===== src/source/tlbPkg.sv =====
////////////////////
// TLB shared definitions
// geometry and miss response constants
// request, response and entry types
////////////////////
package tlbPkg;

	// geometry for 4K pages only
	localparam int SetCount = 64;
	localparam int WayCount = 4;
	localparam int IndexWidth = 6;
	localparam int VirtWidth = 48;
	localparam int PageShift = 12;

	typedef logic [VirtWidth-1:0] VirtAddr;
	typedef logic [VirtWidth-PageShift-1:0] PageNum;
	typedef logic [IndexWidth-1:0] SetIndex;
	typedef logic [15:0] ExcCode;

	// loads and stores are the translating ops
	typedef enum logic [2:0]
	{
		OpNone = 3'd0,
		OpLoad = 3'd1,
		OpStore = 3'd2,
		OpLdtlb = 3'd3,
		OpInvtlb = 3'd4
	} MemOp;

	typedef enum logic [1:0]
	{
		OkReady = 2'd0,
		OkOk = 2'd1,
		OkHold = 2'd2
	} OkCode;

	typedef struct packed
	{
		PageNum virtPage;
		PageNum physPage;
		logic valid;
	} TlbEntry;

	// one whole set, way 0 most recently used
	typedef TlbEntry [WayCount-1:0] TlbSet;

	typedef struct packed
	{
		MemOp opm;
		VirtAddr addr;
		TlbEntry data;
	} TlbRequest;

	typedef struct packed
	{
		VirtAddr addr;
		MemOp opm;
		OkCode ok;
		ExcCode exc;
	} TlbResponse;

	// response on a miss
	localparam VirtAddr MissAddr = 48'h010000;
	localparam ExcCode MissExc = 16'hA001;
	localparam ExcCode NoExc = 16'h0000;

endpackage


===== src/source/tlbWayMatch.sv =====
////////////////////
// TLB way compare and hit select
// physical address forming
// MRU and load-entry set ordering
////////////////////
module tlbWayMatch
(
	input tlbPkg::TlbSet storedSet,
	input logic setFlushed,
	input tlbPkg::VirtAddr lookupAddr,
	input tlbPkg::TlbEntry newEntry,
	output logic [tlbPkg::WayCount-1:0] hitWay,
	output logic hit,
	output tlbPkg::VirtAddr physAddr,
	output tlbPkg::TlbSet reorderSet,
	output tlbPkg::TlbSet loadSet
);

	tlbPkg::TlbSet liveSet;
	tlbPkg::TlbEntry hitEntry;
	tlbPkg::PageNum lookupPage;
	logic [tlbPkg::WayCount-1:0] wayHit;
	logic earlierHit;
	logic shiftDown;

	assign lookupPage = lookupAddr[tlbPkg::VirtWidth-1:tlbPkg::PageShift];

	// flushed set reads as all invalid
	always_comb
	begin
		liveSet = storedSet;
		for (int w = 0; w < tlbPkg::WayCount; w++)
		begin
			if (setFlushed)
			begin
				liveSet[w].valid = 1'b0;
			end
			wayHit[w] = liveSet[w].valid && (liveSet[w].virtPage == lookupPage);
		end
	end

	// first matching way wins
	always_comb
	begin
		earlierHit = 1'b0;
		hitEntry = liveSet[0];
		for (int w = 0; w < tlbPkg::WayCount; w++)
		begin
			hitWay[w] = wayHit[w] && !earlierHit;
			if (hitWay[w])
			begin
				hitEntry = liveSet[w];
			end
			earlierHit = earlierHit | wayHit[w];
		end
	end

	assign hit = |wayHit;
	assign physAddr = {hitEntry.physPage, lookupAddr[tlbPkg::PageShift-1:0]};

	// hit way to the front with the ways ahead of it moved down one
	always_comb
	begin
		reorderSet = liveSet;
		shiftDown = 1'b0;
		for (int w = tlbPkg::WayCount - 1; w >= 1; w--)
		begin
			shiftDown = shiftDown | hitWay[w];
			if (shiftDown)
			begin
				reorderSet[w] = liveSet[w-1];
			end
		end
		if (shiftDown)
		begin
			reorderSet[0] = hitEntry;
		end
	end

	// insert at way 0 and drop the last way
	always_comb
	begin
		loadSet[0] = newEntry;
		for (int w = 1; w < tlbPkg::WayCount; w++)
		begin
			loadSet[w] = liveSet[w-1];
		end
	end

endmodule


===== config.mk =====
export PLATFORM = sky130hd
export DESIGN_NAME = tlbWayMatch
export DESIGN_NICKNAME = d
export VERILOG_FILES = /design/src/source/tlbPkg.sv /design/src/source/tlbWayMatch.sv
export SDC_FILE = /design/constraint.sdc
export NUM_CORES = 1
export LEC_CHECK = 0
export BUFFER_PORTS_ARGS = -buffer_cell sky130_fd_sc_hd__buf_2
export CORE_AREA = 2 2 413 415
export DETAILED_ROUTE_END_ITERATION = 12
export DIE_AREA = 0 0 415 417
export PLACE_DENSITY = 0.3
export SETUP_SLACK_MARGIN = 0.3
export SYNTH_ARGS = -nofsm -noshare
export SYNTH_HDL_FRONTEND = slang
export SYNTH_SLANG_ARGS = --single-unit

===== constraint.sdc =====
create_clock -name vclk -period 5.6
set_input_delay 1.12 -clock vclk [all_inputs]
set_output_delay 1.12 -clock vclk [all_outputs]
set_load 0.05 [all_outputs]

==> results.json <==
{
  "syn_avg_cell_area_um2": 7.98,
  "worstPathArrival_ns": 4.19,
  "synth_cell_types": 36,
  "track_usage_pct": 12.5,
  "dieArea_um2": 173000,
  "number_of_standard_cells_in_the_layout_taps_in_and_fillers_out": 4053,
  "drcViolationCount": 0,
  "hold_slack_ns": 2.24,
  "finalSetupViolCount": 0,
  "critical_path.max_fanout": 43,
  "placeableCoreArea_um2": 169000,
  "vias_per_instance": 3.01,
  "synth_fp_nets": 1579,
  "required_ns": 4.48,
  "m1WireLength_mm": 43.6,
  "highest_metal_layer_used_by_the_detailed_router": "met5",
  "wl_mm": 115,
  "antenna_violations_before_repair": 70,
  "synth.top_cells.by_area": "sky130_fd_sc_hd__buf_4 (25%), sky130_fd_sc_hd__mux2_2 (19%), sky130_fd_sc_hd__mux2_4 (9.9%), sky130_fd_sc_hd__xor2_1 (7.1%), sky130_fd_sc_hd__xnor2_1 (6.4%)",
  "first_global_vias": 11600,
  "grt_start_max_net_pins": 44,
  "power-per-cell-area_nw_per_um2": 118,
  "period_minus_slack_ns": 5.31,
  "syn2layout_area_growth_pct": 71.6,
  "place.detailed.instances": 4039,
  "layout.nets": 2239,
  "holdBufCountCts": 0,
  "placedInstanceArea_um2": 15800,
  "met2_wire_length_mm": 58.7,
  "run_status": "complete, no violations",
  "achievable-frequency_mhz": 188,
  "timing_worst_slew_pin_value_ns": 1.00,
  "detailed_routing_iteration_count_for_the_pre_antenna_repair_pass": 5,
  "grt_pass1_wl_mm": 141,
  "period_share_pct": 94.8,
  "met3_length_mm": 8.36,
  "yosys-top-cells-count": "sky130_fd_sc_hd__buf_4 (304), sky130_fd_sc_hd__mux2_2 (155), sky130_fd_sc_hd__a21oi_1 (110)",
  "seq_area_um2": 0,
  "clock_buffers": 0,
  "synth_area_leader_cell": "sky130_fd_sc_hd__buf_4",
  "total_of_fill_cells_in_the_finished_design": 19800,
  "detailedRoute.firstIterationViolations": 704,
  "cellLeakagePower_uw": 0.00690,
  "yosysMostFrequentCell": "sky130_fd_sc_hd__buf_4",
  "die_width_um": 415,
  "critical_path.startpoint_type": "input port",
  "hp-class": "input port to primary output",
  "overall_die_height_um": 417,
  "globalRouteOverflowTotal": 0,
  "post_route_cells_drive_above_1_share_pct": 69.8,
  "gpl.final_weighted_congestion": 0.935,
  "yosysWarnings": 0,
  "nFlopsAndLatches": 0,
  "max_slew_margin_pct": 32.8,
  "postSynthCellCount": 1165,
  "initial_utilization_pct": 5.52,
  "detail-route-antenna-nets": 0,
  "endpoint_kind": "primary output",
  "ios": 1051,
  "grt_setup_unrepaired": "yes",
  "count_of_vias_placed_by_the_detailed_router": 12200,
  "row_count": 151,
  "post-route-cell-area_um2": 15900,
  "timing_worst_setup_path_type": "input port to primary output",
  "wl_per_cell_um": 28.5,
  "port_buffers": 881,
  "ir_drop_uv": 43.1,
  "dp_hpwl_mm": 104,
  "seq_area_frac_synth_pct": 0,
  "netlist.area_leader.share_pct": 24.6,
  "report.final.slew_viol_count": 0,
  "maxCapViolations": 0,
  "count_of_endpoints_failing_hold_in_the_final_timing_report": 0,
  "synth.cell_area_um2": 9300
}
[power by group]
group          switching (uW)  internal [uW]
Clock                       0       0.000272
Combinational            1410            476
Sequential                  0              0
Total                    1410            476
[layout by cell type (no fill, tap or decap), types with 6 or more instances in the layout]
master	count
sky130_fd_sc_hd__mux2i_1	36
sky130_fd_sc_hd__mux2_4	61
sky130_fd_sc_hd__nand2_1	47
sky130_fd_sc_hd__nand4_1	33
sky130_fd_sc_hd__o32ai_1	36
sky130_fd_sc_hd__mux2_2	155
sky130_fd_sc_hd__xor2_1	74
sky130_fd_sc_hd__nor2_1	11
sky130_fd_sc_hd__xnor2_1	64
sky130_fd_sc_hd__buf_12	55
sky130_fd_sc_hd__nor4_2	6
sky130_fd_sc_hd__diode_2	12
sky130_fd_sc_hd__a221o_1	36
sky130_fd_sc_hd__buf_2	842
sky130_fd_sc_hd__a21oi_1	110
sky130_fd_sc_hd__nand3_1	42
sky130_fd_sc_hd__buf_4	131
sky130_fd_sc_hd__nor4_1	28
sky130_fd_sc_hd__nor3_1	6
[per-layer routing]
metal	track usage, %	vias to the layer above
met4	3.49	46
met2	22.8	646
met1	14.2	6004
met5	0	-
li1	-	5297
met3	3.29	187
[cell type report]
class | count | area, um2 | area share [%]
inverter | 5 | 18.8 | 0.118
timing repair buffer | 1032 | 6340 | 39.8
tap | 2218 | 2780 | 17.4
antenna | 12 | 30.0 | 0.188
multi-input combinational | 786 | 6780 | 42.5
[critical path: stages]
cell	delay, ns
sky130_fd_sc_hd__buf_2	0.25
sky130_fd_sc_hd__xor2_1	0.25
sky130_fd_sc_hd__nor4_1	0.36
sky130_fd_sc_hd__nand4_1	0.13
sky130_fd_sc_hd__or4_1	0.62
sky130_fd_sc_hd__nor2b_1	0.19
sky130_fd_sc_hd__a21o_4	0.27
sky130_fd_sc_hd__buf_12	0.17
sky130_fd_sc_hd__a221o_1	0.50
sky130_fd_sc_hd__buf_12	0.21
[final timing paths]
check | from | endpoint | slack [ns] | depth (start not counted)
setup / recovery | storedSet[281] | reorderSet[69] | 0.29 | 10
hold / removal | newEntry[16] | loadSet[16] | 2.24 | 0
[cells by family (layout without fill, tap and decap cells)]
logic type / Yosys count / count (layout) / synth area share [%]
compound gates: 188 / 188 / 13.6
other cells: 0 / 12 / 0
buf+inv: 379 / 1037 / 28.6
simple gates: 201 / 201 / 11.6
mux: 254 / 254 / 32.7
xor+xnor: 143 / 143 / 13.5
[repair_timing]
item	in CTS	in global routing
setup endpoints to repair	233	136
gates resized for setup	10	13
pin swaps	1	0
cloned	0	0
setup buffers	2	0
[metrics by stage]
step / total power [uW] / setup WS, ns / utilization, % / setup TNS (ns)
3_3_place_gp: 1900 / -0.192 / 9.36 / -8.66
6_report: 1880 / 0.293 / 9.46 / 0
2_1_floorplan: 1290 / 0.426 / - / 0
5_1_grt: 1940 / 0.276 / 9.45 / 0
3_5_place_dp: 1900 / -0.139 / 9.36 / -5.03
4_1_cts: 1910 / 0.301 / 9.40 / 0
Note: power is estimated with default switching activity, not from simulation.
