<file path="src/source/tlbPkg.sv">
////////////////////
// TLB shared definitions
// geometry and miss response constants
// request, response and entry types
////////////////////
package tlbPkg;

	// geometry for 4K pages only
	localparam int SetCount = 64;
	localparam int WayCount = 4;
	localparam int IndexWidth = 6;
	localparam int VirtWidth = 48;
	localparam int PageShift = 12;

	typedef logic [VirtWidth-1:0] VirtAddr;
	typedef logic [VirtWidth-PageShift-1:0] PageNum;
	typedef logic [IndexWidth-1:0] SetIndex;
	typedef logic [15:0] ExcCode;

	// loads and stores are the translating ops
	typedef enum logic [2:0]
	{
		OpNone = 3'd0,
		OpLoad = 3'd1,
		OpStore = 3'd2,
		OpLdtlb = 3'd3,
		OpInvtlb = 3'd4
	} MemOp;

	typedef enum logic [1:0]
	{
		OkReady = 2'd0,
		OkOk = 2'd1,
		OkHold = 2'd2
	} OkCode;

	typedef struct packed
	{
		PageNum virtPage;
		PageNum physPage;
		logic valid;
	} TlbEntry;

	// one whole set, way 0 most recently used
	typedef TlbEntry [WayCount-1:0] TlbSet;

	typedef struct packed
	{
		MemOp opm;
		VirtAddr addr;
		TlbEntry data;
	} TlbRequest;

	typedef struct packed
	{
		VirtAddr addr;
		MemOp opm;
		OkCode ok;
		ExcCode exc;
	} TlbResponse;

	// response on a miss
	localparam VirtAddr MissAddr = 48'h010000;
	localparam ExcCode MissExc = 16'hA001;
	localparam ExcCode NoExc = 16'h0000;

endpackage

</file>
<file path="src/source/tlbFlushMask.sv">
////////////////////
// per-set invalidation mask
////////////////////
module tlbFlushMask
(
	input logic clock,
	input logic arstN,
	input logic flushAll,
	input logic clearEnable,
	input tlbPkg::SetIndex clearIndex,
	input tlbPkg::SetIndex heldIndex,
	output logic setFlushed
);

	logic [tlbPkg::SetCount-1:0] flushed;

	// invalidate-all wins over a set write
	always_ff @(posedge clock or negedge arstN)
	begin
		if (!arstN)
		begin
			flushed <= '1;
		end
		else if (flushAll)
		begin
			flushed <= '1;
		end
		else if (clearEnable)
		begin
			flushed[clearIndex] <= 1'b0;
		end
	end

	assign setFlushed = flushed[heldIndex];

endmodule

</file>
<file path="config.mk">
export PLATFORM = sky130hd
export DESIGN_NAME = tlbFlushMask
export DESIGN_NICKNAME = d
export VERILOG_FILES = /design/src/source/tlbPkg.sv /design/src/source/tlbFlushMask.sv
export SDC_FILE = /design/constraint.sdc
export NUM_CORES = 1
export LEC_CHECK = 0
export BUFFER_PORTS_ARGS = -buffer_cell sky130_fd_sc_hd__buf_4
export CAP_MARGIN = 5
export CELL_PAD_IN_SITES_DETAIL_PLACEMENT = 1
export CELL_PAD_IN_SITES_GLOBAL_PLACEMENT = 1
export CORE_MARGIN = 2
export CORE_UTILIZATION = 49
export CTS_CLUSTER_DIAMETER = 60
export DETAILED_ROUTE_END_ITERATION = 10
export GPL_ROUTABILITY_DRIVEN = 0
export HOLD_SLACK_MARGIN = 0.1
export PLACE_DENSITY_LB_ADDON = 0.1
export SLEW_MARGIN = 10
export SYNTH_ARGS = -nofsm -noshare
export SYNTH_HDL_FRONTEND = slang
export SYNTH_SLANG_ARGS = --single-unit
</file>
<file path="constraint.sdc">
create_clock -name clock -period 2.1 [get_ports clock]
set_input_delay 0.21 -clock clock [delete_from_list [all_inputs] [get_ports clock]]
set_output_delay 0.21 -clock clock [all_outputs]
set_load 0.05 [all_outputs]
</file>
==> impl_metrics.env, run 1 <==
export IMPL_reg_with_most_ffs="flushed"
export IMPL_ratio_of_total_power_to_cell_area_mw_per_mm2=757
export IMPL_transition_time_of_the_tightest_slew_check_pin_ns=0.794
export IMPL_clock_latency_late_sink_ns=0.34
export IMPL_drcViolationCount=0
export IMPL_hold_viol=0
export IMPL_floorplan_rows=29
export IMPL_final_setup_viol_count=1
export IMPL_clock_fmax_mhz=450
export IMPL_final_antenna_net_count=0
export IMPL_design_die_area_mm2=0.00709
export IMPL_net_count_of_the_mapped_netlist=301
export IMPL_synthesis_instances=285
export IMPL_number_of_top_level_design_ports=17
export IMPL_post_synth_num_cell_types=30
export IMPL_largest_register_ffs=64
export IMPL_clock_skew_final_ns=0
export IMPL_cts_reportedPaths_clkPinSlew_ns=0.07
export IMPL_placement_cell_area_mm2=0.00333
export IMPL_outcome="complete, but fails checks"
export IMPL_cap_violations=0
export IMPL_antenna_found_initial=0
export IMPL_routedWlPerCell_um=21.1
export IMPL_biggestRegsByFlops="flushed x64"
export IMPL_antenna_cells=0
export IMPL_largest_net_degree_at_the_start_of_global_routing=65
export IMPL_synth_top_cells_by_area="sky130_fd_sc_hd__dfstp_2, sky130_fd_sc_hd__nand2b_1, sky130_fd_sc_hd__o21ai_0"
export IMPL_worstSetupPathType="reg -> out"
export IMPL_fin_setup_tns_ns=-0.122
export IMPL_rr_endpoint="flushed[24]$_DFFE_PN1P_"
export IMPL_cp_required_ns=1.89
export IMPL_r2r_slack_ns=1.26
export IMPL_final_nets=317
export IMPL_numCtsBuffers=9
export IMPL_synth_main_ff_cell="sky130_fd_sc_hd__dfstp_2"
export IMPL_first_global_vias=2457
export IMPL_worstSetupEndpointType="output pin"
export IMPL_postLayoutSetupSlackWorst_ns=-0.122
export IMPL_clkSinkCount=64
export IMPL_port_buffers=16
export IMPL_ys_warnings_count=0
export IMPL_detailroute_via_count=2310
export IMPL_cp_data_arrival_time_ns=2.01
export IMPL_worst_hold_path_type="in -> async"
export IMPL_finalCritPeriodShare_pct=106
export IMPL_synth_most_common_cell="sky130_fd_sc_hd__nand2b_1"
export IMPL_worstReg2RegStart="flushed[24]$_DFFE_PN1P_"
export IMPL_count_of_flip_flops_with_a_built_in_enable_after_synthesis=0
export IMPL_drt_initial_drc_count=104
export IMPL_initial_utilization_pct=50.2
export IMPL_dominant_cell_type_by_count_on_the_critical_path="sky130_fd_sc_hd__a211oi_2"
export IMPL_timing_max_slew_rel_slack_pct=47.1
export IMPL_number_of_buffers_and_inverters_on_the_critical_path=2
export IMPL_drive_above_1_share_pct=39.2
export IMPL_violations_in_the_final_reports="setup timing"
export IMPL_dominant_delay_contributor_by_cell_family_on_the_critical_path="compound AO/OA/AOI/OAI gates"
export IMPL_finalMaxSlewViolations=0
export IMPL_dpl_hpwl_um=5110
export IMPL_reg2regPathDepth=2
export IMPL_post_route_cell_area_mm2=0.00358
export IMPL_p_leak_nw=1.27
export IMPL_cts_root_buffer_cell="sky130_fd_sc_hd__clkbuf_8"
export IMPL_routed_wl_um=8080
export IMPL_fin_worst_hold_slack_ns=0.350
export IMPL_slowest_stage="sky130_fd_sc_hd__dfstp_2"
export IMPL_groute_usage_overall_pct=24.4
export IMPL_synth_top_area_share_pct=53.3
export IMPL_setup_worst_path_start_class="flip-flop"
export IMPL_cts_htree_levels=3
export IMPL_post_synth_top_area_cell="sky130_fd_sc_hd__dfstp_2"
export IMPL_grt_overflow=0
export IMPL_tritoncts="yes"
export IMPL_floorplan_die_width_um=84.2
export IMPL_fin_crit_ns=2.22
export IMPL_grt_setup_unrepaired="yes"
export IMPL_ir_drop_mv=0.495
export IMPL_postSynthRegisterBits=64
export IMPL_critical_path_cell_chain="mux4_2, inv_2, a221oi_4, a211oi_2, a211oi_2, buf_6"
export IMPL_die_height_um=84.2
export IMPL_synth_seq_area_share_pct=53.3
export IMPL_largest_fanout_on_the_critical_path=2
export IMPL_detail_route_vias_per_cell=6.03
export IMPL_cts_repair_timing_setup_buffer_count=0
export IMPL_grt_first_pass_wirelength_um=13000
export IMPL_ys_async_sr_fraction_pct=100
export IMPL_overall_power_consumption_mw=2.71
export IMPL_syn_mean_instance_area_um2=11.1
export IMPL_postCtsHoldBufs=0
export IMPL_post_synth_instance_area_mm2=0.00315
export IMPL_drtPass1Iterations=4
export IMPL_syn2layout_area_growth_pct=13.6
export IMPL_design_core_area_mm2=0.00628
export IMPL_synth_commonest_cells="sky130_fd_sc_hd__nand2b_1, sky130_fd_sc_hd__dfstp_2, sky130_fd_sc_hd__o21ai_0"
export IMPL_maximum_buffer_depth_of_the_clock_tree=2
export IMPL_critical_path_max_stage_delay_ns=0.54
-- power by group --
group	total, mW	leakage [nW]	switching, mW	internal [mW]
clock network	1.22	0.119	0.491	0.731
registers	1.26	0.673	0.00447	1.25
logic	0.231	0.475	0.145	0.0854
-- worst max-delay path by stage --
stage                                  startpoint          to  slack [ns]  depth (start not counted)
after floorplan           flushed[59]$_DFFE_PN1P_  setFlushed        0.06                          5
after detailed placement             heldIndex[0]  setFlushed        0.07                          7
after global placement               heldIndex[0]  setFlushed        0.09                          7
final                     flushed[63]$_DFFE_PN1P_  setFlushed       -0.12                          6
after global routing      flushed[55]$_DFFE_PN1P_  setFlushed       -0.16                          6
after CTS                 flushed[63]$_DFFE_PN1P_  setFlushed       -0.14                          6
-- logic make-up (layout without fill, tap and decap cells) --
kind of cell | count (synthesis) | in the layout | synth area share [%]
DFF | 64 | 64 | 53.3
AOI/OAI and AO/OA | 74 | 74 | 13.2
and+or+nand+nor | 110 | 110 | 20.2
muxes | 18 | 18 | 10.6
buffers and inverters | 19 | 40 | 2.62
-- layer usage --
metal	part of all wire [%]	routed length [µm]	GRT usage, %
met1	45	3590	32.8
met2	50	4040	39.8
met3	3.5	282	4.33
met5	0	0	0
met4	1.9	153	9.53
-- cell type report --
cell class,count,area (µm²)
Sequential cell,64,1680
Multi-Input combinational cell,202,1410
Clock buffer,11,151
Inverter,4,15.0
Timing Repair Buffer,20,154
Clock inverter,5,78.8
Fill cell,686,2690
Tap cell,77,96.3
-- what timing repair did --
item | in CTS | in global routing
gates resized for setup | 3 | 3
hold endpoints to repair | 0 | 0
setup endpoints to repair | 1 | 1
pin swaps | 3 | 0
gates cloned | 0 | 0
-- layout by cell type (no fill, tap or decap), types with 2 or more instances in the layout --
master	n
sky130_fd_sc_hd__nand2_1	8
sky130_fd_sc_hd__nor2_1	10
sky130_fd_sc_hd__clkinv_2	2
sky130_fd_sc_hd__a22oi_1	2
sky130_fd_sc_hd__and3_1	2
sky130_fd_sc_hd__nand3b_1	3
sky130_fd_sc_hd__a211oi_2	2
sky130_fd_sc_hd__clkbuf_8	11
sky130_fd_sc_hd__dfstp_2	64
sky130_fd_sc_hd__nand4_1	2
sky130_fd_sc_hd__o21ai_0	64
sky130_fd_sc_hd__buf_4	19
sky130_fd_sc_hd__nor2b_1	4
sky130_fd_sc_hd__bufinv_16	2
sky130_fd_sc_hd__inv_1	3
sky130_fd_sc_hd__nor4_1	3
sky130_fd_sc_hd__mux4_2	12
sky130_fd_sc_hd__nand3_1	7
sky130_fd_sc_hd__mux2i_1	5
sky130_fd_sc_hd__nor3_1	2
sky130_fd_sc_hd__nand2b_1	66
-- metrics by stage --
step           instances  utilization, %  setup slack (ns)
2_1_floorplan        285               -            0.0634
3_3_place_gp         367            53.1            0.0864
3_5_place_dp         367            53.1            0.0667
4_1_cts              383            57.0            -0.145
5_1_grt              383            57.1            -0.156
6_report             383            57.1            -0.122
Power figures use the tool's default switching activity.
==> run 2, diff against run 1 <==
--- a/config.mk
+++ b/config.mk
@@ -7,7 +7,7 @@
 export LEC_CHECK = 0
 export BUFFER_PORTS_ARGS = -buffer_cell sky130_fd_sc_hd__buf_4
 export CAP_MARGIN = 5
-export CELL_PAD_IN_SITES_DETAIL_PLACEMENT = 1
+export CELL_PAD_IN_SITES_DETAIL_PLACEMENT = 0
 export CELL_PAD_IN_SITES_GLOBAL_PLACEMENT = 1
 export CORE_MARGIN = 2
 export CORE_UTILIZATION = 49
==> run 2 against run 1 <==
  * Fmax grew 1.6%
  * Register-to-register slack gained 0.07 ns
  * Worst setup slack better by 0.035 ns
  * Hold slack got worse by 0.014 ns
  * Clock-buffer cell count stayed put
  * Critical path type unchanged
  * Power decreased by 9.8%
  * Clock skew did not move
  * Global-route usage decreased by 1.6 points
  * The run still ends with setup timing left
  * Clock power fell by 21%
  * Largest cell class unchanged
  * Sequential power barely moved
  * Core utilization fell by 0.82 points
==> impl_metrics.env, run 2 (synthesis gave the netlist of run 1 again) <==
export IMPL_final_antenna_net_count=0
export IMPL_grt_setup_unrepaired="yes"
export IMPL_clkSinkCount=64
export IMPL_dominant_cell_type_by_count_on_the_critical_path="sky130_fd_sc_hd__a211oi_2"
export IMPL_worstSetupPathType="reg -> out"
export IMPL_setup_worst_path_start_class="flip-flop"
export IMPL_critical_path_cell_chain="mux4_2, inv_2, a221oi_4, a211oi_2, a211oi_2, buf_6"
export IMPL_number_of_top_level_design_ports=17
export IMPL_clock_fmax_mhz=457
export IMPL_slowest_stage="sky130_fd_sc_hd__dfstp_2"
export IMPL_cp_required_ns=1.89
export IMPL_final_instance_count_excl_fill=383
export IMPL_floorplan_die_width_um=84.2
export IMPL_most_common_cell_after_layout_fill_and_taps_aside="sky130_fd_sc_hd__nand2b_1"
export IMPL_cap_violations=0
export IMPL_cts_htree_levels=3
export IMPL_antenna_cells=0
export IMPL_timing_max_slew_rel_slack_pct=46.5
export IMPL_reg2regPathDepth=2
export IMPL_largest_register_ffs=64
export IMPL_transition_time_of_the_tightest_slew_check_pin_ns=0.802
export IMPL_finalMaxSlewViolations=0
export IMPL_tritoncts="yes"
export IMPL_drtPass1Iterations=4
export IMPL_initial_utilization_pct=50.2
export IMPL_finalCritPeriodShare_pct=104
export IMPL_design_core_area_mm2=0.00628
export IMPL_detail_route_vias_per_cell=5.89
export IMPL_ratio_of_total_power_to_cell_area_mw_per_mm2=692
export IMPL_violations_in_the_final_reports="setup timing"
export IMPL_clock_latency_late_sink_ns=0.35
export IMPL_final_setup_viol_count=1
export IMPL_grt_first_pass_wirelength_um=12200
export IMPL_routedWlPerCell_um=19.3
export IMPL_hold_viol=0
export IMPL_worst_hold_path_type="in -> async"
export IMPL_worstSetupEndpointType="output pin"
export IMPL_antenna_found_initial=0
export IMPL_r2r_slack_ns=1.33
export IMPL_outcome="complete, but fails checks"
export IMPL_rr_endpoint="flushed[63]$_DFFE_PN1P_"
export IMPL_cp_data_arrival_time_ns=1.98
export IMPL_routed_wl_um=7400
export IMPL_die_height_um=84.2
export IMPL_floorplan_rows=29
export IMPL_postLayoutSetupSlackWorst_ns=-0.0872
export IMPL_clock_skew_final_ns=0
export IMPL_drt_initial_drc_count=135
export IMPL_post_route_cell_area_mm2=0.00353
export IMPL_groute_usage_overall_pct=22.8
export IMPL_port_buffers=16
export IMPL_final_nets=317
export IMPL_overall_power_consumption_mw=2.45
export IMPL_fin_crit_ns=2.19
export IMPL_first_global_vias=2236
export IMPL_cts_reportedPaths_clkPinSlew_ns=0.07
export IMPL_postCtsHoldBufs=0
export IMPL_grt_overflow=0
export IMPL_critical_path_max_stage_delay_ns=0.54
export IMPL_reg_with_most_ffs="flushed"
export IMPL_worstReg2RegStart="flushed[63]$_DFFE_PN1P_"
export IMPL_cts_root_buffer_cell="sky130_fd_sc_hd__clkbuf_8"
export IMPL_most_common_layout_cells="sky130_fd_sc_hd__nand2b_1, sky130_fd_sc_hd__o21ai_0, sky130_fd_sc_hd__dfstp_2"
export IMPL_drive_above_1_share_pct=39.2
export IMPL_syn2layout_area_growth_pct=12.0
export IMPL_numCtsBuffers=9
export IMPL_largest_fanout_on_the_critical_path=2
export IMPL_detailroute_via_count=2254
export IMPL_largest_net_degree_at_the_start_of_global_routing=65
export IMPL_drcViolationCount=0
export IMPL_ir_drop_mv=0.383
export IMPL_p_leak_nw=1.23
export IMPL_placement_cell_area_mm2=0.00333
export IMPL_dpl_hpwl_um=4610
export IMPL_fin_setup_tns_ns=-0.0872
export IMPL_biggestRegsByFlops="flushed x64"
export IMPL_design_die_area_mm2=0.00709
export IMPL_placedCellCount=367
export IMPL_maximum_buffer_depth_of_the_clock_tree=2
## run 2: repair_timing
action | 4_1_cts | 5_1_grt
setup endpoints to repair | 1 | 1
gates resized for setup | 4 | 3
pin swaps | 3 | 0
buffers inserted | 0 | 0
## run 2: report_power, final
part,switching [mW],leakage [nW],total (mW),internal [mW]
Combinational,0.141,0.477,0.227,0.0857
Clock,0.504,0.0813,0.960,0.456
Sequential,0.00423,0.673,1.26,1.25
## run 2: worst max-delay path by stage
stage / from / endpoint / slack, ns / cells after the start
after floorplan: flushed[59]$_DFFE_PN1P_ / setFlushed / 0.06 / 5
after global placement: heldIndex[0] / setFlushed / 0.09 / 7
after detailed placement: heldIndex[0] / setFlushed / 0.09 / 7
after CTS: flushed[63]$_DFFE_PN1P_ / setFlushed / -0.12 / 6
after global routing: flushed[54]$_DFFE_PN1P_ / setFlushed / -0.17 / 6
final: flushed[63]$_DFFE_PN1P_ / setFlushed / -0.09 / 6
## run 2: worst max-delay path, delay by kind of cell, from the launching register on
kind,cells,cell delay [ns]
flops,1,0.54
compound gates,3,0.61
buf+inv,2,0.24
mux,1,0.24
## run 2: stage by stage
step	setup slack [ns]	util, %	hold WS, ns
2_1_floorplan	0.0634	-	0.0622
3_3_place_gp	0.0864	53.1	0.467
3_5_place_dp	0.0897	53.1	0.474
4_1_cts	-0.115	56.0	0.330
5_1_grt	-0.168	56.3	0.369
6_report	-0.0872	56.3	0.336
## run 2: cell type report
type / instances / area [µm²]
clock buffer: 11 / 141
clock inverter: 5 / 32.5
fill: 546 / 2750
inverter: 4 / 15.0
multi-input combinational: 202 / 1410
sequential: 64 / 1680
tap: 77 / 96.3
timing repair buffer: 20 / 154
## run 2: per-layer routing
layer | global-route usage, % | part of all wire (%) | vias up
met1 | 34.3 | 50 | 1160
met2 | 32.9 | 45 | 47
li1 | - | - | 1034
met3 | 4.03 | 3.2 | 13
met5 | 0 | 0 | -
met4 | 9.24 | 1.9 | 0
