$ cat src/source/tlbPkg.sv
////////////////////
// TLB shared definitions
// geometry and miss response constants
// request, response and entry types
////////////////////
package tlbPkg;

	// geometry for 4K pages only
	localparam int SetCount = 64;
	localparam int WayCount = 4;
	localparam int IndexWidth = 6;
	localparam int VirtWidth = 48;
	localparam int PageShift = 12;

	typedef logic [VirtWidth-1:0] VirtAddr;
	typedef logic [VirtWidth-PageShift-1:0] PageNum;
	typedef logic [IndexWidth-1:0] SetIndex;
	typedef logic [15:0] ExcCode;

	// loads and stores are the translating ops
	typedef enum logic [2:0]
	{
		OpNone = 3'd0,
		OpLoad = 3'd1,
		OpStore = 3'd2,
		OpLdtlb = 3'd3,
		OpInvtlb = 3'd4
	} MemOp;

	typedef enum logic [1:0]
	{
		OkReady = 2'd0,
		OkOk = 2'd1,
		OkHold = 2'd2
	} OkCode;

	typedef struct packed
	{
		PageNum virtPage;
		PageNum physPage;
		logic valid;
	} TlbEntry;

	// one whole set, way 0 most recently used
	typedef TlbEntry [WayCount-1:0] TlbSet;

	typedef struct packed
	{
		MemOp opm;
		VirtAddr addr;
		TlbEntry data;
	} TlbRequest;

	typedef struct packed
	{
		VirtAddr addr;
		MemOp opm;
		OkCode ok;
		ExcCode exc;
	} TlbResponse;

	// response on a miss
	localparam VirtAddr MissAddr = 48'h010000;
	localparam ExcCode MissExc = 16'hA001;
	localparam ExcCode NoExc = 16'h0000;

endpackage

$ cat src/source/tlbControl.sv
////////////////////
// TLB controller
// set hash, page readiness, write FSM
// bypass, miss handling, response register
////////////////////
module tlbControl
(
	input logic clock,
	input logic arstN,
	input tlbPkg::TlbRequest request,
	input logic mmuEnable,
	input tlbPkg::SetIndex heldIndex,
	input logic [tlbPkg::WayCount-1:0] hitWay,
	input logic hit,
	input tlbPkg::VirtAddr physAddr,
	input tlbPkg::TlbSet reorderSet,
	input tlbPkg::TlbSet loadSet,
	output tlbPkg::SetIndex readIndex,
	output tlbPkg::VirtAddr lookupAddr,
	output logic writeEnable,
	output tlbPkg::SetIndex writeIndex,
	output tlbPkg::TlbSet writeSet,
	output logic flushAll,
	output logic clearEnable,
	output tlbPkg::SetIndex clearIndex,
	output tlbPkg::TlbResponse response
);

	typedef enum logic [1:0]
	{
		Idle,
		Loaded,
		Reordered
	} CtrlState;

	CtrlState state;
	CtrlState nextState;
	tlbPkg::TlbRequest prevRequest;
	tlbPkg::TlbResponse nextResponse;
	logic pageReady;
	logic sameRequest;
	logic ioSpace;
	logic translateOn;
	logic isTranslate;

	function automatic tlbPkg::SetIndex setHash(input tlbPkg::VirtAddr addr);
		return addr[17:12] ^ addr[21:16];
	endfunction

	assign readIndex = setHash(request.addr);
	assign lookupAddr = prevRequest.addr;

	// held set and page match the current request
	assign pageReady = (heldIndex == readIndex) &&
		(prevRequest.addr[47:12] == request.addr[47:12]) &&
		(prevRequest.opm == request.opm);
	assign sameRequest = (request == prevRequest);

	// I/O window passes through untranslated
	assign ioSpace = (prevRequest.addr[31:28] == 4'hF) &&
		((prevRequest.addr[47:32] == 16'h0000) || (prevRequest.addr[47:32] == 16'hFFFF));
	assign translateOn = mmuEnable && !ioSpace;
	assign isTranslate = (prevRequest.opm == tlbPkg::OpLoad) ||
		(prevRequest.opm == tlbPkg::OpStore);

	assign flushAll = (request.opm == tlbPkg::OpInvtlb);
	assign writeIndex = heldIndex;
	assign clearEnable = writeEnable;
	assign clearIndex = heldIndex;

	always_comb
	begin
		nextState = state;
		writeEnable = 1'b0;
		writeSet = loadSet;
		nextResponse.addr = prevRequest.addr;
		nextResponse.opm = prevRequest.opm;
		nextResponse.ok = tlbPkg::OkReady;
		nextResponse.exc = tlbPkg::NoExc;

		if (isTranslate)
		begin
			if (translateOn)
			begin
				if (hit)
				begin
					nextResponse.addr = physAddr;
				end
				else
				begin
					nextResponse.addr = tlbPkg::MissAddr;
					if (pageReady)
					begin
						nextResponse.exc = tlbPkg::MissExc;
					end
				end
			end
			if (pageReady)
			begin
				nextResponse.ok = tlbPkg::OkOk;
			end
		end

		// one set write per held request
		case (state)
			Idle:
			begin
				if ((request.opm == tlbPkg::OpLdtlb) && pageReady)
				begin
					writeEnable = 1'b1;
					nextState = Loaded;
				end
				else if (isTranslate && translateOn && pageReady && hit && !hitWay[0])
				begin
					writeEnable = 1'b1;
					writeSet = reorderSet;
					nextState = Reordered;
				end
			end
			default:
			begin
				if (!sameRequest)
				begin
					nextState = Idle;
				end
			end
		endcase

		if (request.opm == tlbPkg::OpLdtlb)
		begin
			nextResponse.ok = ((state == Loaded) && sameRequest) ? tlbPkg::OkOk : tlbPkg::OkHold;
		end
	end

	always_ff @(posedge clock or negedge arstN)
	begin
		if (!arstN)
		begin
			state <= Idle;
			prevRequest <= '0;
			response <= '{addr: '0, opm: tlbPkg::OpNone, ok: tlbPkg::OkReady,
				exc: tlbPkg::NoExc};
		end
		else
		begin
			state <= nextState;
			prevRequest <= request;
			response <= nextResponse;
		end
	end

endmodule

$ cat config.mk
export PLATFORM = sky130hd
export DESIGN_NAME = tlbControl
export DESIGN_NICKNAME = d
export VERILOG_FILES = /design/src/source/tlbPkg.sv /design/src/source/tlbControl.sv
export SDC_FILE = /design/constraint.sdc
export NUM_CORES = 1
export LEC_CHECK = 0
export ABC_AREA = 1
export BUFFER_PORTS_ARGS = -buffer_cell sky130_fd_sc_hd__clkbuf_2
export CELL_PAD_IN_SITES_DETAIL_PLACEMENT = 1
export CELL_PAD_IN_SITES_GLOBAL_PLACEMENT = 1
export CORE_AREA = 5 5 459 461
export CTS_CLUSTER_SIZE = 40
export DETAILED_ROUTE_END_ITERATION = 10
export DIE_AREA = 0 0 464 466
export GPL_ROUTABILITY_DRIVEN = 0
export PLACE_DENSITY = 0.38
export SYNTH_ARGS = -nofsm -noshare
export SYNTH_HDL_FRONTEND = slang
export SYNTH_SLANG_ARGS = --single-unit
export TNS_END_PERCENT = 50
$ cat constraint.sdc
create_clock -name clock -period 2.6 [get_ports clock]
set_clock_uncertainty 0.15 [all_clocks]
set_input_delay 0.13 -clock clock [delete_from_list [all_inputs] [get_ports clock]]
set_output_delay 0.13 -clock clock [all_outputs]
set_load 0.02 [all_outputs]
==> results of run 1 <==
[cell type report]
cell class                 instances  area, sq um  area share (%)
timing repair buffer            1759        14830           46.16
multi-input combinational       1493         8199           25.52
sequential                       180         4507           14.03
tap                             2704         3383           10.53
inverter                         148        558.0           1.737
clock buffer                      21        460.4           1.433
clock inverter                    11        133.9          0.4167
antenna                           22        55.05          0.1714
[per-stage QoR]
step	TNS (ns)	hold slack, ns	power (mW)	utilization (%)
floorplan	0	-0.3156	4.331	-
global placement	-109.66	-0.05961	6.694	11.91
detailed placement	-107.61	-0.05902	6.700	11.91
CTS	-227.39	-0.4451	10.09	13.73
global route	-216.28	0.03168	10.68	15.58
finish	-174.13	0.009357	10.15	15.59
[per-layer routing]
| metal | track usage, % | share of wire, % | wire, um | vias up |
|---|---|---|---|---|
| li1 | - | - | - | 9645 |
| met1 | 18.40 | 40 | 73940 | 10560 |
| met2 | 25.75 | 46 | 85320 | 1127 |
| met3 | 6.999 | 10 | 19220 | 252 |
| met4 | 3.188 | 2.5 | 4530 | 78 |
| met5 | 0 | 0.28 | 510 | - |
[state kept, by name, indices dropped and copies added (netlist names)]
signal and flops:
lookupAddr 48, nextResponse 3, prevRequest 73, state 2, response 54
[final timing paths]
path	slack [ns]	depth (start not counted)	to
max reg2reg	0.04	14	response[55]
min	0.009	6	response[41]
min in group asynchronous	0.10	3	lookupAddr[42]
max	-0.76	17	writeSet[161]
min reg2reg	0.39	1	response[20]
max in group asynchronous	1.89	3	lookupAddr[37]
[power by group]
part / switching, mW / internal, mW / total (mW) / leakage, nW
sequential: 0.0922 / 2.96 / 3.05 / 2.10
combinational: 2.41 / 1.78 / 4.19 / 13.6
clock: 1.49 / 1.42 / 2.90 / 0.295
total: 3.99 / 6.16 / 10.2 / 16.0
[layout by cell type, fill, tap and decap left out, drive strengths merged]
cell type    instances
nor3                 2
bufinv               1
inv                155
a21oi                3
xor2                14
xnor2               86
nand4              298
or2                  1
dlygate4sd3        167
clkbuf            1037
nand2              922
and3                 1
clkinv               3
nor2                83
and2                 1
o21ai               49
buf                576
diode               22
dfrtp              180
nand3               19
nor3b                1
conb                13
[cells by family (layout without fill, tap and decap cells)]
group / count (synthesis) / in the layout
and+or+nand+nor: 1328 / 1328
DFF: 180 / 180
buffers and inverters: 368 / 1939
AOI/OAI and AO/OA: 52 / 52
xor gates and xnor gates: 100 / 100
other: 1 / 35
[critical path: cells and delay by family, from the launching register on]
kind / cells / cell delay [ns]
simple gates: 10 / 1.09
flops: 1 / 0.39
buf+inv: 7 / 1.03
[repair_timing]
item	4_1_cts	5_1_grt
resized for setup	279	848
gates cloned	12	45
hold buffers	167	1
pin swaps	33	136
setup buffers	23	73
hold endpoints to repair	345	1
setup endpoints to repair	300	322
==> impl_results.md, run 1 <==
- Clock buffer depth: 2
- Start of the worst register-to-register path: lookupAddr[46]
- Via Count: 21660
- Top-count cell post-synth: nand2_1
- Fin nets: 4369
- Achievable Freq: 0.2976 GHz
- RSZ-0062 raised after global routing: yes
- Gate Count Post-Synth: 2029
- WL final: 183500 um
- Sequential area share after synthesis: 33.68%
- Initial antenna violation count: 108
- Top Ports: 1200
- Crit share post-route: 129.2%
- Core Area: 206000 sq um
- Post-Synth Adder-Cell Area: 0%
- LEAKAGE: 15.98 nW
- Routed Antenna Nets: 0
- Maxcap violations: 0
- Detail Placement HPWL: 155500 um
- DRC viols: 0
- Clock latency on the worst-skew pair: 0.52 ns
- Rows: 167
- CP cell instances: inv_2 > nand2_2 > nand2_2 > nor2_4 > nand2_4 > nor2_4 > nand2_4 > nor2_4 > buf_6 > nand4_4 > buf_12 > buf_16 > buf_12 > clkbuf_16 > nand2_1 > nand2_1 > buf_2
- Min-delay worst type: in -> reg
- Crit-path most repeated cell: nor2_4
- Post-synthesis compound-gate area fraction: 1.946%
- FILL cells: 24780
- Worst setup slack after placement: -1.002 ns
- Drt initial violations: 1299
- Netlist cell types: 28
- Slew headroom: 45.95%
- Critical Path Slowest Stage Cell: dfrtp_1
- Flops & latches, synth: 180
- Grt ovf: 0
- Crit path time final: 3.360 ns
- Cell Area, Synth: 13380 sq um
- Peak supply drop: 0.5959 mV
- CP Launch Type: register
- Dpl cells: 5977
- CTS Buf Count: 17
- Crit Path Category: reg -> out
- Num Clock Sinks: 180
- Share of layout cells above drive strength 1: 52.80%
- Critical Path AT: 3.08 ns
- Worst path max stage delay: 0.39 ns
- Required time of the critical path: 2.32 ns
- Hold_sp: physAddr[20]
- Count of pins over their slew limit: 0
- Final setup violation count: 294
- Post-layout instance area: 32130 sq um
- Worst Slack Setup Final: -0.7601 ns
- Final std cells w/o fill: 6338
- CTS root buf: clkbuf_16
- Failing checks: setup timing
- Die Area: 216200 sq um
- First-pass GRT wire length: 221400 um
- Area Growth Syn to Fin: 140.2%
- Commonest cells post-synth: nand2_1 (922), nand4_1 (297), dfrtp_1 (180), inv_1 (140), clkbuf_1 (92)
- DR WL/cell: 28.96 um
- Cell Area, Placed: 24540 sq um
- Die width: 464 um
- CTS tree: yes
- Starting density of the core: 6.492%
- Largest cells by area after synthesis: dfrtp_1 (34%), nand2_1 (26%), nand4_1 (14%)
- Worst-Margin Slew: 0.8108 ns
- Pwr dens: 316.0 nW/um^2
- Crit Path Max Fanout: 8
- Vias/cell: 3.418
- Synth Area per Inst: 6.592 sq um
- Post-Synth Simple-Gate Area: 43.26%
- Largest family of logic cells by synthesized area: simple AND/OR/NAND/NOR gates
- Die Ht: 466 um
- Final Hold Violating Endpoints: 0
- Asr flop ratio synth: 100.0%
- # port buffers: 1183
- Post-synth EDFFs: 0
- CP Launch Point: lookupAddr[14]
- GRT Overall Usage: 15.49%
- Mux cell area share after synthesis: 0%
- Pin count of the biggest net entering global routing: 49
- Most common flop cell mapped by yosys: dfrtp_1
- Detailed-router iteration count before antenna repair: 6
- Leading area contributor after synthesis: dfrtp_1
- Vias in the first global route: 21860
- Share of Yosys cell area claimed by the top area cell type: 33.68%
- Synth warn: 0
- XOR/XNOR Fraction of Synth Area: 6.548%
- Crit path capture type: primary output
- Clk pin slew, worst setup/hold paths: 0.09 ns
- H-Tree Depth: 4
- Status: complete, but fails checks
Power figures use the tool's default switching activity.
==> run 2: changes to the inputs <==
==> constraint.sdc (replaced) <==
create_clock -name clock -period 2.6 [get_ports clock]
set_clock_uncertainty 0.15 [all_clocks]
set_input_delay 0.13 -clock clock [delete_from_list [all_inputs] [get_ports clock]]
set_output_delay 0.13 -clock clock [all_outputs]
set_load 0.1 [all_outputs]
==> impl_results.md, run 2 (synthesis gave the netlist of run 1 again) <==
- Core Area: 206000 sq um (unchanged)
- Worst-Margin Slew: 0.7511 ns (-0.05972 ns)
- Crit Path Category: reg -> out
- CTS tree: yes
- Final setup violation count: 294 (unchanged)
- Pin count of the biggest net entering global routing: 58 (+18%)
- Crit path capture type: primary output
- CTS root buf: clkbuf_16
- Top Ports: 1200 (unchanged)
- Length in cells of the worst reg-to-reg path: 14 (unchanged)
- Failing checks: setup timing
- Reg-to-Reg End: response[56]
- Detail Placement HPWL: 156200 um (+0.47%)
- Hold_ws: 0.04719 ns (+0.03783 ns)
- Slew headroom: 49.93% (+4.0 points)
- CTS Buf Count: 17 (unchanged)
- Die width: 464 um (unchanged)
- Clock buffer depth: 2 (unchanged)
- Setup TNS: -170.63 ns (+3.492 ns)
- Via Count: 21940 (+1.3%)
- Vias/cell: 3.432 (+0.41%)
- Start of the worst register-to-register path: lookupAddr[44]
- Die Ht: 466 um (unchanged)
- Most common cell after layout, fill and taps aside: clkbuf_2
- Clk pin slew, worst setup/hold paths: 0.09 ns (about the same)
- Achievable Freq: 0.3014 GHz (+1.3%)
- Count of pins over their slew limit: 0 (unchanged)
- H-Tree Depth: 4 (unchanged)
- WL final: 189700 um (+3.4%)
- Min-delay worst type: in -> reg
- GRT Overall Usage: 15.97% (+0.48 points)
- Peak supply drop: 0.5751 mV (-3.5%)
- Hold_sp: request[123]
- Register-to-register setup slack: 0.11 ns (+0.07 ns)
- Vias in the first global route: 22110 (+1.1%)
- Largest register FFs: 73 (unchanged)
- Worst Hold Path EP: response[16]
- Pwr dens: 369.0 nW/um^2 (+17%)
- RSZ-0062 raised after global routing: yes
- Top reg by flops: prevRequest
- Crit path time final: 3.318 ns (-0.04205 ns)
- Rows: 167 (unchanged)
- LEAKAGE: 17.24 nW (+7.9%)
- Final Hold Violating Endpoints: 0 (unchanged)
- Required time of the critical path: 2.32 ns (about the same)
- Share of layout cells above drive strength 1: 57.31% (+4.5 points)
- Initial antenna violation count: 83 (-23%)
- Crit share post-route: 127.6% (-1.6 points)
- Crit Path Max Fanout: 7 (-1)
- Clock latency on the worst-skew pair: 0.52 ns (about the same)
- DRC viols: 0 (unchanged)
- Post-layout instance area: 35690 sq um (+11%)
- Cell Area, Placed: 28850 sq um (+18%)
- Detailed-router iteration count before antenna repair: 5 (-1)
- Fin nets: 4425 (+1.3%)
- Routed Antenna Nets: 0 (unchanged)
- Overall power: 13.17 mW (+30%)
- Most frequent cells in the layout: clkbuf_2 (887), nand2_1 (546), buf_12 (345)
- DR WL/cell: 29.68 um (+2.5%)
- Critical Path AT: 3.04 ns (-0.04 ns)
- Hold path depth: 6 (unchanged)
- Area Growth Syn to Fin: 166.9%
- Starting density of the core: 6.492% (unchanged)
- Drt initial violations: 1451 (+12%)
- CP Launch Type: register
- Maxcap violations: 0 (unchanged)
- Die Area: 216200 sq um (unchanged)
- Grt ovf: 0 (unchanged)
- Worst Slack Setup Final: -0.7180 ns (+0.04205 ns)
- Status: complete, but fails checks
- # port buffers: 1183 (unchanged)
- First-pass GRT wire length: 228100 um (+3.0%)
- Num Clock Sinks: 180 (unchanged)
run 2: changes by cell type in the layout (fill, tap and decap cells not counted), sizes merged, moves of 2 or more:
| cell | previous run | this run |
|---|---|---|
| buf | 576 | 718 |
| clkbuf | 1037 | 941 |
| inv | 155 | 157 |
| dlygate4sd3 | 167 | 173 |
| diode | 22 | 20 |
run 2: worst max-delay path by stage:
| stage | from | slack, ns | cells after the start | end |
|---|---|---|---|---|
| final | lookupAddr[46] | -0.72 | 15 | writeSet[139] |
| after global routing | lookupAddr[25] | -0.83 | 17 | writeSet[44] |
| after CTS | lookupAddr[39] | -0.84 | 15 | writeSet[42] |
| after detailed placement | request[90] | -0.70 | 15 | writeSet[14] |
| after global placement | request[86] | -0.72 | 16 | writeSet[14] |
| after floorplan | request[85] | -0.02 | 13 | writeSet[189] |
run 2: through the flow:
| step | setup WS (ns) | util [%] | instances |
|---|---|---|---|
| global placement | -0.7207 | 14.00 | 6005 |
| finish | -0.7180 | 17.33 | 6392 |
| CTS | -0.8419 | 15.89 | 6274 |
| floorplan | -0.02449 | - | 2041 |
| global route | -0.8319 | 17.32 | 6384 |
| detailed placement | -0.7010 | 14.00 | 6005 |
run 2: where the power goes:
group	switching, mW	total, mW	internal, mW
logic	4.87	7.20	2.33
clock network	1.51	2.90	1.39
registers	0.101	3.06	2.96
total	6.49	13.2	6.69
run 2: worst max-delay path, cell delays in order, from the launching register on:
cell and delay, ns:
dfrtp_2 0.45, nand2_1 0.09, nand2_1 0.07, nor2_2 0.12, nand2_1 0.09, nor2_2 0.15, nand2_4 0.09, nor2_4 0.10
and2_4 0.16, buf_12 0.13, buf_16 0.16, buf_12 0.13, buf_4 0.13, nand4_1 0.24, nand2_2 0.17, buf_12 0.18
run 2: per-layer routing:
metal | global-route usage (%) | wire length [um]
met3 | 5.987 | 17230
met4 | 3.582 | 4867
met5 | 0 | 467
met2 | 26.69 | 89060
met1 | 19.50 | 78070
run 2: layout make-up:
| type | instances | area [sq um] |
|---|---|---|
| flip-flops and latches | 180 | 4519 |
| diodes | 20 | 50.05 |
| inverters | 148 | 558.0 |
| repair buffers | 1815 | 17780 |
| fillers | 24360 | 170300 |
| clock inverters | 14 | 158.9 |
| clock buffers | 18 | 439.2 |
| well taps | 2704 | 3383 |
| multi-input cells | 1493 | 8807 |
run 2: what timing repair did:
action / in CTS / in global routing
endpoints found under the setup margin: 294 / 295
hold buffers: 174 / 0
endpoints found under the hold margin: 352 / 0
gates cloned: 17 / 44
setup buffers: 46 / 61
pin swaps: 43 / 130
resized for setup: 184 / 387
==> run 3: changes to the inputs <==
--- a/config.mk
+++ b/config.mk
@@ -5,16 +5,15 @@
 export SDC_FILE = /design/constraint.sdc
 export NUM_CORES = 1
 export LEC_CHECK = 0
-export ABC_AREA = 1
 export BUFFER_PORTS_ARGS = -buffer_cell sky130_fd_sc_hd__clkbuf_2
 export CELL_PAD_IN_SITES_DETAIL_PLACEMENT = 1
 export CELL_PAD_IN_SITES_GLOBAL_PLACEMENT = 1
-export CORE_AREA = 5 5 459 461
+export CORE_AREA = 5 5 468 470
 export CTS_CLUSTER_SIZE = 40
 export DETAILED_ROUTE_END_ITERATION = 10
-export DIE_AREA = 0 0 464 466
+export DIE_AREA = 0 0 473 475
 export GPL_ROUTABILITY_DRIVEN = 0
-export PLACE_DENSITY = 0.38
+export PLACE_DENSITY = 0.34
 export SYNTH_ARGS = -nofsm -noshare
 export SYNTH_HDL_FRONTEND = slang
 export SYNTH_SLANG_ARGS = --single-unit
==> impl_results.md, run 3 <==
- Detail Placement HPWL: 127400 um (-18%)
- Most common cell after layout, fill and taps aside: clkbuf_2
- Pwr dens: 416.0 nW/um^2 (+13%)
- Core Area: 214000 sq um (+3.9%)
- Leading area contributor after synthesis: dfrtp_1
- Largest register FFs: 73 (unchanged)
- Dpl cells: 4981 (-17%)
- Flops & latches, synth: 180 (unchanged)
- Die Area: 224700 sq um (+3.9%)
- Critical Path AT: 3.66 ns (+0.62 ns)
- Min-delay worst type: in -> async
- Reg-to-Reg End: response[48]
- Setup TNS: -369.64 ns (-199.00 ns)
- CTS root buf: clkbuf_16
- Rows: 170 (+1.8%)
- Via Count: 13790 (-37%)
- Status: complete, but fails checks
- CP Launch Type: register
- Worst-Margin Slew: 0.7584 ns (+0.007382 ns)
- Crit path capture type: primary output
- Final Hold Violating Endpoints: 0 (unchanged)
- DRC viols: 0 (unchanged)
- FILL cells: 24960 (+2.5%)
- Maxcap violations: 0 (unchanged)
- Clock latency on the worst-skew pair: 0.50 ns (-0.02 ns)
- Fin nets: 3138 (-29%)
- Most common flop cell mapped by yosys: dfrtp_1
- Initial antenna violation count: 84 (+1.2%)
- Most frequent cells in the layout: clkbuf_2 (887), buf_12 (310), mux2_4 (270)
- Commonest cells post-synth: mux2_1 (280), dfrtp_1 (180), xnor2_1 (121), buf_4 (104), nand2_1 (96)
- Critical path endpoint: writeSet[152]
- Die width: 473 um (+1.9%)
- Required time of the critical path: 2.32 ns (about the same)
- Die Ht: 475 um (+1.9%)
- Area Growth Syn to Fin: 168.4%
- Post-synth EDFFs: 0 (unchanged)
- Synth warn: 0 (unchanged)
- Register-to-register setup slack: -0.18 ns (-0.29 ns)
- Top-count cell post-synth: mux2_1
- Peak supply drop: 0.5224 mV (-9.2%)
- Start of the worst register-to-register path: lookupAddr[44]
- Detailed-router iteration count before antenna repair: 5 (unchanged)
- H-Tree Depth: 4 (unchanged)
- Vias in the first global route: 15040 (-32%)
- Num Clock Sinks: 180 (unchanged)
- Crit share post-route: 151.7% (+24 points)
- Synth Area per Inst: 11.44 sq um (+74%)
- Final core occ: 13.76% (-3.6 points)
- Achievable Freq: 0.2535 GHz (-16%)
- First-pass GRT wire length: 170600 um (-25%)
- Asr flop ratio synth: 100.0% (unchanged)
- Count of pins over their slew limit: 0 (unchanged)
- Vias/cell: 2.631 (-23%)
- Crit Path Max Fanout: 16 (+9)
- Worst Slack Setup Final: -1.345 ns (-0.6268 ns)
- Final std cells w/o fill: 5243 (-18%)
- Top reg by flops: prevRequest
- Largest cells by area after synthesis: dfrtp_1 (41%), mux2_1 (29%), xnor2_1 (9.7%)
- Pin count of the biggest net entering global routing: 66 (+14%)
- Sequential area share after synthesis: 41.05% (+7.4 points)
- Clock buffer depth: 2 (unchanged)
- Failing checks: setup timing
- Final setup violation count: 343 (+17%)
- # port buffers: 1183 (unchanged)
- Length in cells of the worst reg-to-reg path: 9 (-5)
- Slew headroom: 49.65% (-0.28 points)
- Share of layout cells above drive strength 1: 69.93% (+13 points)
- Hold_ws: 0.006574 ns (-0.04062 ns)
- CP Launch Point: lookupAddr[13]
- Starting density of the core: 5.127% (-1.4 points)
- Drt initial violations: 542 (-63%)
- Routed Antenna Nets: 0 (unchanged)
- GRT Overall Usage: 11.87% (-4.1 points)
- WL final: 142700 um (-25%)
- Share of Yosys cell area claimed by the top area cell type: 41.05% (+7.4 points)
- RSZ-0062 raised after global routing: yes
- CTS Buf Count: 17 (unchanged)
- CTS tree: yes
- Netlist cell types: 31 (+11%)
- Crit Path Category: reg -> out
- Clk pin slew, worst setup/hold paths: 0.08 ns (about the same)
- Cell Area, Synth: 10970 sq um (-18%)
- Top Ports: 1200 (unchanged)
- Grt ovf: 0 (unchanged)
- Worst setup slack after placement: -1.512 ns (-0.8109 ns)
- DR WL/cell: 27.23 um (-8.3%)
- Gate Count Post-Synth: 959 (-53%)
- LEAKAGE: 13.24 nW (-23%)
- Crit path time final: 3.945 ns (+0.6268 ns)
[run 3: cell count changes in the layout (fill, tap and decap cells not counted), moves of 36 or more]
cell     previous run  this run
buf_4             279        97
inv_1             134         1
mux2_4              0       270
nand2_1           546        96
nand2_2           245         0
nand2_4           119         0
nand4_1           297        37
nor2_1             67         2
xnor2_1            83       119
[run 3: where the power goes]
group          switching, mW  internal, mW  total [mW]  leakage, nW
registers             0.0848          2.96        3.04         2.12
clock network           1.48          1.39        2.87        0.293
logic                   4.22          2.12        6.34         10.8
total                   5.79          6.46        12.3         13.2
[run 3: cell type report]
class                      count  area (sq um)  share of cell area (%)
multi-input combinational    666          6782                   23.03
clock inverter                15         192.7                  0.6544
tap                         2838          3551                   12.06
inverter                       1         3.754                 0.01275
timing repair buffer        1502         13930                   47.29
clock buffer                  17         425.4                   1.445
sequential                   180          4506                   15.30
antenna                       24         60.06                  0.2040
[run 3: worst min-delay path by stage]
stage                          to  slack [ns]  cells past startpoint
finish              lookupAddr[2]       0.007                      2
global route        lookupAddr[2]        0.02                      2
CTS                 lookupAddr[2]       0.004                      2
detailed placement  lookupAddr[2]        0.01                      1
global placement    lookupAddr[2]        0.01                      1
floorplan           lookupAddr[0]       -0.32                      0
[run 3: critical path, stage by stage (launching register included)]
cell	delay [ns]
dfrtp_2	0.45
xnor2_4	0.33
nand4_1	0.20
nor4_4	0.29
buf_4	0.15
nand4_1	0.20
nor4_4	0.25
buf_12	0.16
buf_16	0.15
buf_12	0.18
buf_16	0.20
mux2_4	0.37
buf_12	0.18
[run 3: routing by layer]
layer  share of wire [%]  vias up  GRT usage, %
li1                    -     6124             -
met1                  37     6709         12.76
met2                  49      836         20.80
met3                  11      107         6.074
met4                 2.0       18         2.472
met5               0.074        -        0.3028
[run 3: metrics by stage]
step | power (mW) | instance area (sq um)
2_1_floorplan | 6.506 | 11500
3_3_place_gp | 9.209 | 25480
3_5_place_dp | 9.212 | 25480
4_1_cts | 12.47 | 28690
5_1_grt | 12.73 | 29420
6_report | 12.25 | 29450
[run 3: timing repair]
action | in CTS | in global routing
endpoints found under the hold margin | 326 | 0
resized for setup | 105 | 112
gates cloned | 12 | 10
pin swaps | 4 | 0
hold buffers | 174 | 0
endpoints found under the setup margin | 347 | 347
buffers inserted | 8 | 3
[run 3: kinds of logic (layout without fill, tap and decap cells)]
family / Yosys count / in the layout / share of synthesized area [%]
DFF: 180 / 180 / 41.05
other: 1 / 37 / 0.03418
xor gates and xnor gates: 137 / 137 / 10.94
and+or+nand+nor: 168 / 168 / 7.390
muxes: 292 / 292 / 29.97
buffers and inverters: 125 / 1535 / 7.880
AOI/OAI and AO/OA: 56 / 56 / 2.737
